`src/hdl/uart_pkg.sv`:
```
package uart_pkg;

  // byte and FIFO geometry
  localparam int data_width      = 8;
  localparam int fifo_addr_width = 3;

  // bit period in clocks, short so frames simulate quickly
  localparam int clks_per_bit = 8;
  localparam int cnt_width    = $clog2(clks_per_bit);

  // register map
  localparam logic [1:0] addr_data   = 2'd0;
  localparam logic [1:0] addr_status = 2'd1;
  localparam logic [1:0] addr_ctrl   = 2'd2;

  // one host access, held for a single cycle
  typedef struct packed {
    logic                  wr;
    logic                  rd;
    logic [1:0]            addr;
    logic [data_width-1:0] wdata;
  } bus_req_t;

  // status register layout, msb first
  typedef struct packed {
    logic [1:0] pad;
    logic       frame_err;
    logic       overrun;
    logic       rx_half;
    logic       rx_empty;
    logic       tx_half;
    logic       tx_full;
  } uart_status_t;

  // control register layout, each bit is a one-cycle strobe
  typedef struct packed {
    logic [4:0] unused;
    logic       flag_clr;
    logic       rx_clr;
    logic       tx_clr;
  } uart_ctrl_t;

endpackage
```
`src/hdl/uart_periph.sv`:
```
`timescale 1ns/1ps

module uart_periph (
  input  logic                            clk,
  input  logic                            rst_n,
  input  uart_pkg::bus_req_t              bus,
  input  logic                            serial_in,
  output logic [uart_pkg::data_width-1:0] bus_rdata,
  output logic                            bus_rvalid,
  output logic                            serial_out
);

  import uart_pkg::*;

  // register side strobes
  logic                  tx_push;
  logic                  tx_clr;
  logic                  rx_pop;
  logic                  rx_clr;

  // transmit path
  logic                  tx_full;
  logic                  tx_half;
  logic                  tx_empty;
  logic                  tx_pop;
  logic [data_width-1:0] tx_data;

  // receive path
  logic                  rx_push;
  logic [data_width-1:0] rx_byte;
  logic                  rx_full;
  logic                  rx_half;
  logic                  rx_empty;
  logic [data_width-1:0] rx_data;
  logic                  frame_err_pulse;

  uart_reg_ctrl i_reg_ctrl (
    .clk             (clk),
    .rst_n           (rst_n),
    .bus             (bus),
    .rx_data         (rx_data),
    .tx_full         (tx_full),
    .tx_half         (tx_half),
    .rx_empty        (rx_empty),
    .rx_half         (rx_half),
    .rx_full         (rx_full),
    .rx_push         (rx_push),
    .frame_err_pulse (frame_err_pulse),
    .bus_rdata       (bus_rdata),
    .bus_rvalid      (bus_rvalid),
    .tx_push         (tx_push),
    .tx_clr          (tx_clr),
    .rx_pop          (rx_pop),
    .rx_clr          (rx_clr)
  );

  sync_fifo #(
    .addr_width (fifo_addr_width),
    .data_width (data_width)
  ) i_tx_fifo (
    .clk         (clk),
    .rst_n       (rst_n),
    .clr         (tx_clr),
    .w_inc       (tx_push),
    .w_data      (bus.wdata),
    .w_full      (tx_full),
    .w_half_full (tx_half),
    .r_inc       (tx_pop),
    .r_empty     (tx_empty),
    .r_data      (tx_data)
  );

  sync_fifo #(
    .addr_width (fifo_addr_width),
    .data_width (data_width)
  ) i_rx_fifo (
    .clk         (clk),
    .rst_n       (rst_n),
    .clr         (rx_clr),
    .w_inc       (rx_push),
    .w_data      (rx_byte),
    .w_full      (rx_full),
    .w_half_full (rx_half),
    .r_inc       (rx_pop),
    .r_empty     (rx_empty),
    .r_data      (rx_data)
  );

  uart_tx_shifter i_tx_shifter (
    .clk        (clk),
    .rst_n      (rst_n),
    .fifo_empty (tx_empty),
    .fifo_data  (tx_data),
    .fifo_pop   (tx_pop),
    .serial_out (serial_out),
    .busy       ()
  );

  uart_rx_sampler i_rx_sampler (
    .clk             (clk),
    .rst_n           (rst_n),
    .serial_in       (serial_in),
    .rx_push         (rx_push),
    .rx_byte         (rx_byte),
    .frame_err_pulse (frame_err_pulse)
  );

endmodule

```
`src/hdl/uart_reg_ctrl.sv`:
```
`timescale 1ns/1ps

module uart_reg_ctrl (
  input  logic                            clk,
  input  logic                            rst_n,
  input  uart_pkg::bus_req_t              bus,
  input  logic [uart_pkg::data_width-1:0] rx_data,
  input  logic                            tx_full,
  input  logic                            tx_half,
  input  logic                            rx_empty,
  input  logic                            rx_half,
  input  logic                            rx_full,
  input  logic                            rx_push,
  input  logic                            frame_err_pulse,
  output logic [uart_pkg::data_width-1:0] bus_rdata,
  output logic                            bus_rvalid,
  output logic                            tx_push,
  output logic                            tx_clr,
  output logic                            rx_pop,
  output logic                            rx_clr
);

  import uart_pkg::*;

  uart_ctrl_t   ctrl_wr;
  uart_status_t status;
  logic         ctrl_sel;
  logic         flag_clr;
  logic         overrun;
  logic         frame_err;

  // access decode
  assign ctrl_wr  = bus.wdata;
  assign ctrl_sel = bus.wr && (bus.addr == addr_ctrl);
  assign tx_push  = bus.wr && (bus.addr == addr_data);
  assign rx_pop   = bus.rd && (bus.addr == addr_data);
  assign tx_clr   = ctrl_sel && ctrl_wr.tx_clr;
  assign rx_clr   = ctrl_sel && ctrl_wr.rx_clr;
  assign flag_clr = ctrl_sel && ctrl_wr.flag_clr;

  // a new event in the clear cycle still sets the sticky flags
  always_ff @(posedge clk) begin
    if (rst_n) begin
      overrun   <= 1'b0;
      frame_err <= 1'b0;
    end else begin
      if (flag_clr) begin
        overrun   <= 1'b0;
        frame_err <= 1'b0;
      end
      // byte arrived with nowhere to go
      if (rx_push && rx_full) begin
        overrun <= 1'b1;
      end
      if (frame_err_pulse) begin
        frame_err <= 1'b1;
      end
    end
  end

  always_comb begin
    status           = '0;
    status.frame_err = frame_err;
    status.overrun   = overrun;
    status.rx_half   = rx_half;
    status.rx_empty  = rx_empty;
    status.tx_half   = tx_half;
    status.tx_full   = tx_full;
  end

  // read data lands one cycle after rd
  always_ff @(posedge clk) begin
    if (rst_n) begin
      bus_rdata  <= '0;
      bus_rvalid <= 1'b0;
    end else begin
      bus_rvalid <= bus.rd;
      if (bus.rd) begin
        case (bus.addr)
          addr_data:   bus_rdata <= rx_data;
          addr_status: bus_rdata <= status;
          default:     bus_rdata <= '0;
        endcase
      end
    end
  end

  a_rvalid_follows_rd: assert property (
    @(posedge clk) disable iff (rst_n)
    bus.rd |=> bus_rvalid
  );

endmodule

```
`src/hdl/uart_rx_sampler.sv`:
```
`timescale 1ns/1ps

module uart_rx_sampler (
  input  logic                            clk,
  input  logic                            rst_n,
  input  logic                            serial_in,
  output logic                            rx_push,
  output logic [uart_pkg::data_width-1:0] rx_byte,
  output logic                            frame_err_pulse
);

  import uart_pkg::*;

  typedef enum logic [1:0] {
    st_idle,
    st_start,
    st_data,
    st_stop
  } rx_state_e;

  rx_state_e             state;
  logic [1:0]            sync_q;
  logic                  rx_prev;
  logic                  rx_in;
  logic                  fall;
  logic [cnt_width-1:0]  clk_cnt;
  logic [2:0]            bit_cnt;
  logic [data_width-1:0] shreg;
  logic                  mid_bit;
  logic                  bit_end;

  // two-flop synchronizer plus one more for edge detect
  always_ff @(posedge clk) begin
    if (rst_n) begin
      sync_q  <= 2'b11;
      rx_prev <= 1'b1;
    end else begin
      sync_q  <= {sync_q[0], serial_in};
      rx_prev <= sync_q[1];
    end
  end

  assign rx_in   = sync_q[1];
  assign fall    = rx_prev && !rx_in;
  assign mid_bit = clk_cnt == cnt_width'(clks_per_bit / 2 - 1);
  assign bit_end = clk_cnt == cnt_width'(clks_per_bit - 1);

  always_ff @(posedge clk) begin
    if (rst_n) begin
      state           <= st_idle;
      clk_cnt         <= '0;
      bit_cnt         <= '0;
      shreg           <= '0;
      rx_push         <= 1'b0;
      frame_err_pulse <= 1'b0;
    end else begin
      rx_push         <= 1'b0;
      frame_err_pulse <= 1'b0;
      clk_cnt         <= bit_end ? '0 : clk_cnt + 1'b1;
      case (state)
        st_idle: begin
          clk_cnt <= '0;
          if (fall) begin
            state <= st_start;
          end
        end
        st_start: begin
          // after mid-bit the counter restarts so later samples land mid-bit
          if (mid_bit) begin
            clk_cnt <= '0;
            bit_cnt <= '0;
            state   <= rx_in ? st_idle : st_data;
          end
        end
        st_data: begin
          if (bit_end) begin
            shreg   <= {rx_in, shreg[data_width-1:1]};
            bit_cnt <= bit_cnt + 1'b1;
            if (bit_cnt == 3'd7) begin
              state <= st_stop;
            end
          end
        end
        default: begin
          if (bit_end) begin
            state <= st_idle;
            if (rx_in) begin
              rx_push <= 1'b1;
            end else begin
              // bad stop bit, byte is dropped
              frame_err_pulse <= 1'b1;
            end
          end
        end
      endcase
    end
  end

  assign rx_byte = shreg;

  a_push_xor_err: assert property (
    @(posedge clk) disable iff (rst_n)
    !(rx_push && frame_err_pulse)
  );

endmodule

```
`src/hdl/uart_tx_shifter.sv`:
```
`timescale 1ns/1ps

module uart_tx_shifter (
  input  logic                           clk,
  input  logic                           rst_n,
  input  logic                           fifo_empty,
  input  logic [uart_pkg::data_width-1:0] fifo_data,
  output logic                           fifo_pop,
  output logic                           serial_out,
  output logic                           busy
);

  import uart_pkg::*;

  typedef enum logic [1:0] {
    st_idle,
    st_start,
    st_data,
    st_stop
  } tx_state_e;

  tx_state_e             state;
  logic [cnt_width-1:0]  clk_cnt;
  logic [2:0]            bit_cnt;
  logic [data_width-1:0] shreg;
  logic                  bit_end;

  assign busy     = state != st_idle;
  assign fifo_pop = !busy && !fifo_empty;
  assign bit_end  = clk_cnt == cnt_width'(clks_per_bit - 1);

  // serial_out is registered alongside the state so it never glitches
  always_ff @(posedge clk) begin
    if (rst_n) begin
      state      <= st_idle;
      clk_cnt    <= '0;
      bit_cnt    <= '0;
      shreg      <= '0;
      serial_out <= 1'b1;
    end else begin
      clk_cnt <= bit_end ? '0 : clk_cnt + 1'b1;
      case (state)
        st_idle: begin
          clk_cnt <= '0;
          if (fifo_pop) begin
            state      <= st_start;
            shreg      <= fifo_data;
            serial_out <= 1'b0;
          end
        end
        st_start: begin
          if (bit_end) begin
            state      <= st_data;
            bit_cnt    <= '0;
            serial_out <= shreg[0];
          end
        end
        st_data: begin
          if (bit_end) begin
            if (bit_cnt == 3'd7) begin
              state      <= st_stop;
              serial_out <= 1'b1;
            end else begin
              // lsb first
              shreg      <= shreg >> 1;
              serial_out <= shreg[1];
              bit_cnt    <= bit_cnt + 1'b1;
            end
          end
        end
        default: begin
          if (bit_end) begin
            state <= st_idle;
          end
        end
      endcase
    end
  end

  a_idle_high: assert property (
    @(posedge clk) disable iff (rst_n)
    !busy |-> serial_out
  );

endmodule

```
`src/hdl/sync_fifo.sv`:
```
`timescale 1ns/1ps

module sync_fifo #(
  parameter int addr_width = 3,
  parameter int data_width = 8
) (
  input  logic                  clk,
  input  logic                  rst_n,
  input  logic                  clr,

  input  logic                  w_inc,
  input  logic [data_width-1:0] w_data,
  output logic                  w_full,
  output logic                  w_half_full,

  input  logic                  r_inc,
  output logic                  r_empty,
  output logic [data_width-1:0] r_data
);

  logic [data_width-1:0] mem [2**addr_width];

  // pointers carry one extra bit to tell full from empty
  logic [addr_width:0]   w_ptr;
  logic [addr_width:0]   w_ptr_next;
  logic [addr_width:0]   r_ptr;
  logic [addr_width:0]   r_ptr_next;
  logic [addr_width:0]   used;
  logic [addr_width:0]   used_next;
  logic [addr_width-1:0] w_addr;
  logic [addr_width-1:0] r_addr;
  logic                  w_en;
  logic                  r_en;

  assign w_en = w_inc && !w_full;
  assign r_en = r_inc && !r_empty;

  always_comb begin
    w_ptr_next = w_ptr;
    r_ptr_next = r_ptr;
    if (w_en) begin
      w_ptr_next = w_ptr + 1'b1;
    end
    if (r_en) begin
      r_ptr_next = r_ptr + 1'b1;
    end
  end

  assign used      = w_ptr - r_ptr;
  assign used_next = w_ptr_next - r_ptr_next;

  // flags are computed from next-state pointers and registered
  always_ff @(posedge clk) begin
    if (rst_n || clr) begin
      w_ptr       <= '0;
      r_ptr       <= '0;
      w_full      <= 1'b0;
      w_half_full <= 1'b0;
      r_empty     <= 1'b1;
    end else begin
      w_ptr       <= w_ptr_next;
      r_ptr       <= r_ptr_next;
      w_full      <= (w_ptr_next[addr_width] != r_ptr_next[addr_width]) &&
                     (w_ptr_next[addr_width-1:0] == r_ptr_next[addr_width-1:0]);
      w_half_full <= used_next >= (addr_width + 1)'(1 << (addr_width - 1));
      r_empty     <= w_ptr_next == r_ptr_next;
    end
  end

  assign w_addr = w_ptr[addr_width-1:0];
  assign r_addr = r_ptr[addr_width-1:0];

  always_ff @(posedge clk) begin
    if (w_en) begin
      mem[w_addr] <= w_data;
    end
  end

  // head word falls through from the registered read address
  assign r_data = mem[r_addr];

  a_no_overflow: assert property (
    @(posedge clk) disable iff (rst_n)
    used <= (addr_width + 1)'(1 << addr_width)
  );

  a_clr_empties: assert property (
    @(posedge clk) disable iff (rst_n)
    clr |=> r_empty && !w_full && !w_half_full
  );

endmodule

```
`config.mk`:
```
export PLATFORM = sky130hd
export DESIGN_NAME = uart_periph
export DESIGN_NICKNAME = d
export VERILOG_FILES = /design/src/hdl/uart_pkg.sv /design/src/hdl/uart_periph.sv /design/src/hdl/uart_reg_ctrl.sv /design/src/hdl/uart_rx_sampler.sv /design/src/hdl/uart_tx_shifter.sv /design/src/hdl/sync_fifo.sv
export SDC_FILE = /design/constraint.sdc
export NUM_CORES = 1
export LEC_CHECK = 0
export ABC_AREA = 0
export BUFFER_PORTS_ARGS = -buffer_cell sky130_fd_sc_hd__buf_2
export CORE_ASPECT_RATIO = 2
export CORE_MARGIN = 2
export CORE_UTILIZATION = 30
export CTS_BUF_LIST = sky130_fd_sc_hd__clkbuf_2
export DETAILED_ROUTE_END_ITERATION = 6
export RECOVER_POWER = 25
export SKIP_LAST_GASP = 1
export SLEW_MARGIN = 20
export SYNTH_ARGS = -nofsm -noshare
export SYNTH_HDL_FRONTEND = slang
export SYNTH_SLANG_ARGS = --single-unit
```
`constraint.sdc`:
```
create_clock -name clk -period 5.53 [get_ports clk]
set_input_delay 0.8295 -clock clk [delete_from_list [all_inputs] [get_ports clk]]
set_output_delay 0.8295 -clock clk [all_outputs]
set_load 0.005 [all_outputs]
```
==> summary.txt <==
outcome - completed
Post-DP HPWL - 12.02 mm
post-synthesis cell type with the largest combined area - sky130_fd_sc_hd__edfxtp_1
minimum period implied by the final worst setup slack - 2.532 ns
area of the mapped netlist - 8123 sq um
layout-stage area growth over the synthesis result - 9.196%
post-synthesis async set-or-reset flop share - 0
depth of the CTS H-tree - 4
Seq cells post-synth - 199
number of different library cells in the post-synthesis netlist - 48
share of total power in sequential cells - 0.598
Yosys Warn Count - 0
Wirelength per Cell - 17.19 microns
Initial Util - 0.3031
ANT nets after route - 0
TritonCTS clock tree - yes
Inserted Clock Buffers - 17
static leakage power - 2.938 nW
share of cells above drive strength 1 - 0.1804
Power Density - 316.0 nW/um^2
Congestion Overflow GR - 0
sequential share of the synthesized area - 0.6482
proportion of power drawn by the clock network - 0.257
max-slew violation count - 0
worst slew margin relative to its limit - 0.3025
final cell count without fillers - 942
most instantiated flip-flop cell in the synthesis netlist - sky130_fd_sc_hd__edfxtp_1
number of buffers added for setup after CTS - 0
CP peak stage delay - 1.04 ns
cell with the largest stage delay on the worst path - sky130_fd_sc_hd__dfxtp_1
Cell Chain, Critical Path - ha_1, mux2i_1, inv_1, maj3_1, nor3b_1, a211oi_2
maximum fanout count along the critical path - 19
maximum vdd drop - 0.1250 mV
number of nets in the finished design - 620
Die Y - 236.7 microns
final hold viol count - 0
total of cells resized after clock tree synthesis - 0
global-route wire length before repair - 25.07 mm
instance count after placement with tap cells included - 909
Internal Pwr Total - 0.001975 W
row cnt - 85
Top-Level Pins - 25
area share of the leading cell type in the synthesized netlist - 0.4732
synthesized area per cell - 14.53 sq um
type of element capturing the critical path - register
clock tree buffer depth - 2
summed negative setup slack over all endpoints - 0 ns
number of enable flip-flop cells after synthesis - 128
first-pass iteration count of the detailed router - 4
Req. time, crit path - 6.20 ns
antenna violations before repair - 1
violation count after the first detailed-routing iteration - 226
total die area - 28490 sq um
root buffer selected by CTS - sky130_fd_sc_hd__clkbuf_2
RSZ-0062 raised after global routing - no
clock sink count - 199
Critical Path Source Type - register
path category of the worst min-delay check - primary input to register
maximum frequency from static timing analysis - 395.0 MHz
leading post-synthesis cells by cell area - sky130_fd_sc_hd__edfxtp_1, sky130_fd_sc_hd__dfxtp_1, sky130_fd_sc_hd__mux4_2
slew of the pin with the lowest slew margin - 1.038 ns
detailed-route DRC error count - 0
clock slew at the register clock pins of the worst setup and hold paths - 0.30 ns
global router's overall resource usage - 0.1189
die outline width - 120.4 microns
number of maximum-capacitance violations - 0
number of port buffers - 24
Tcrit/Tclk final - 0.4579
share of total power in combinational logic - 0.145
Setup violations, final - 0
Post-Syn Nets - 599
switching part of the total - 0.2953
number of hold-repair buffers added at the cts stage - 0
latest clock arrival within the worst-skew pair - 0.78 ns
via count of the first global-routing pass - 4515
maximum number of pins on one net before global-route repair - 45
routed vias/inst - 4.719
path type of the worst setup path - register to register
data arrival time of the critical path - 3.20 ns
wirelength, routed - 16.19 mm
post-route clock skew - 0.04033 ns
vias after detailed routing - 4445
routability congestion estimate - 0.7452
net load switching power - 0.0008277 W
Gate Count Post-Synth - 559
Core ar. - 26800 sq um
## worst paths after layout
path	start	endpoint	slack, ns	depth (start not counted)
worst max-delay path	i_rx_fifo.r_ptr[1]	i_rx_fifo.w_half_full	3.00	6
worst min register to register	i_rx_sampler.clk_cnt[0]	i_rx_sampler.clk_cnt[0]	0.45	1
worst max register to register	i_rx_fifo.r_ptr[1]	i_rx_fifo.w_half_full	3.00	6
worst min-delay path	serial_in	i_rx_sampler.sync_q[0]	0.26	2
## layout by cell type, fill, tap and decap left out, drive strengths merged, types with 10 or more instances in the layout
| cell | netlist | routed |
|---|---|---|
| nor2 | 49 | 49 |
| nand3 | 13 | 13 |
| mux4 | 32 | 32 |
| nor3 | 13 | 13 |
| dfxtp | 71 | 71 |
| a21oi | 22 | 22 |
| xor2 | 10 | 10 |
| nand2 | 32 | 32 |
| inv | 14 | 22 |
| clkbuf | 15 | 25 |
| nand2b | 11 | 11 |
| buf | 11 | 20 |
| edfxtp | 128 | 128 |
| ha | 25 | 25 |
| mux2i | 16 | 16 |
| o21ai | 13 | 13 |
## worst max-delay path: cells and delay by family, from the launching register on
family | cells | cell delay, ns
AO/OA/AOI/OAI | 1 | 0.07
adder cells (fa/ha/maj) | 2 | 0.76
buffers and inverters | 1 | 0.08
flip-flops | 1 | 1.04
multiplexers | 1 | 0.27
AND/OR/NAND/NOR | 1 | 0.24
## through the flow
step | setup slack (ns) | hold WS, ns | total power, W | instance area (sq um) | utilization
3_3_place_gp | 2.528 | 0.4084 | 0.002116 | 8617 | 0.3215
2_1_floorplan | 3.000 | 0.3895 | 0.002010 | 8123 | -
3_5_place_dp | 2.473 | 0.4231 | 0.002122 | 8617 | 0.3215
4_1_cts | 2.927 | 0.1809 | 0.002850 | 8877 | 0.3312
5_1_grt | 2.827 | 0.1725 | 0.002950 | 8870 | 0.3310
6_report | 2.998 | 0.2632 | 0.002803 | 8870 | 0.3310
## synth_stat cells (2+ instances only)
library cell / count
sky130_fd_sc_hd__and2_1: 2
sky130_fd_sc_hd__or2_2: 3
sky130_fd_sc_hd__a21boi_0: 2
sky130_fd_sc_hd__nor4_1: 3
sky130_fd_sc_hd__o21ai_0: 13
sky130_fd_sc_hd__mux2_2: 8
sky130_fd_sc_hd__nand2_1: 32
sky130_fd_sc_hd__xor2_1: 10
sky130_fd_sc_hd__xnor2_2: 2
sky130_fd_sc_hd__nand3_1: 13
sky130_fd_sc_hd__nand3b_1: 2
sky130_fd_sc_hd__buf_4: 3
sky130_fd_sc_hd__nor3b_1: 2
sky130_fd_sc_hd__a31oi_1: 2
sky130_fd_sc_hd__a22o_1: 7
sky130_fd_sc_hd__a21oi_1: 22
sky130_fd_sc_hd__mux4_2: 32
sky130_fd_sc_hd__dfxtp_1: 71
sky130_fd_sc_hd__a211oi_1: 6
sky130_fd_sc_hd__nor3_1: 13
sky130_fd_sc_hd__a221o_1: 2
sky130_fd_sc_hd__edfxtp_1: 128
sky130_fd_sc_hd__ha_1: 25
sky130_fd_sc_hd__mux2i_1: 16
sky130_fd_sc_hd__a22oi_1: 9
sky130_fd_sc_hd__nor2_1: 49
sky130_fd_sc_hd__nand2b_1: 11
sky130_fd_sc_hd__nand4_1: 4
sky130_fd_sc_hd__nor2b_1: 7
sky130_fd_sc_hd__nor4b_4: 2
sky130_fd_sc_hd__clkbuf_1: 15
sky130_fd_sc_hd__buf_2: 7
sky130_fd_sc_hd__inv_1: 14
sky130_fd_sc_hd__xnor2_1: 7
sky130_fd_sc_hd__a21o_1: 2
## final cells by class
cell class | instances | area (sq um)
Antenna cell | 1 | 2.502
Clock buffer | 17 | 85.08
Clock inverter | 15 | 175.2
Fill cell | 2723 | 17930
Inverter | 14 | 52.55
Multi-Input combinational cell | 320 | 2714
Sequential cell | 199 | 5265
Tap cell | 348 | 435.4
Timing Repair Buffer | 28 | 140.1
## state kept, by name (all words and copies together) (netlist names), 3 cells and up
register / flops
i_reg_ctrl.bus_rdata: 8
i_tx_fifo.w_ptr: 4
i_tx_shifter.shreg: 8
i_tx_shifter.clk_cnt: 3
i_rx_fifo.w_ptr: 4
i_tx_shifter.bit_cnt: 3
i_tx_fifo.mem: 64
i_rx_fifo.r_ptr: 4
i_rx_fifo.mem: 64
i_rx_sampler.bit_cnt: 3
i_tx_fifo.r_ptr: 4
i_rx_sampler.clk_cnt: 3
i_rx_sampler.rx_byte: 8
## per-layer routing
layer	part of all wire	vias to the layer above	global-route usage
met4	0.028	0	0.05638
met3	0.022	18	0.02071
met1	0.34	2217	0.1092
met5	0	-	0
li1	-	2136	-
met2	0.61	74	0.2417
## logic make-up after synthesis
family,share of synthesized area
XOR/XNOR,0.02233
buffers and inverters,0.02095
multiplexers,0.1195
adder cells (fa/ha/maj),0.03974
AO/OA/AOI/OAI,0.05653
flip-flops,0.6482
AND/OR/NAND/NOR,0.09273
## power by group through the flow
stage	logic (W)	clock network [W]	registers, W
after floorplan	0.000322	0	0.00169
after global placement	0.000410	0	0.00171
after detailed placement	0.000416	0	0.00171
after CTS	0.000416	0.000756	0.00168
after global routing	0.000454	0.000811	0.00169
final	0.000405	0.000722	0.00168
Note: power is estimated with default switching activity, not from simulation.
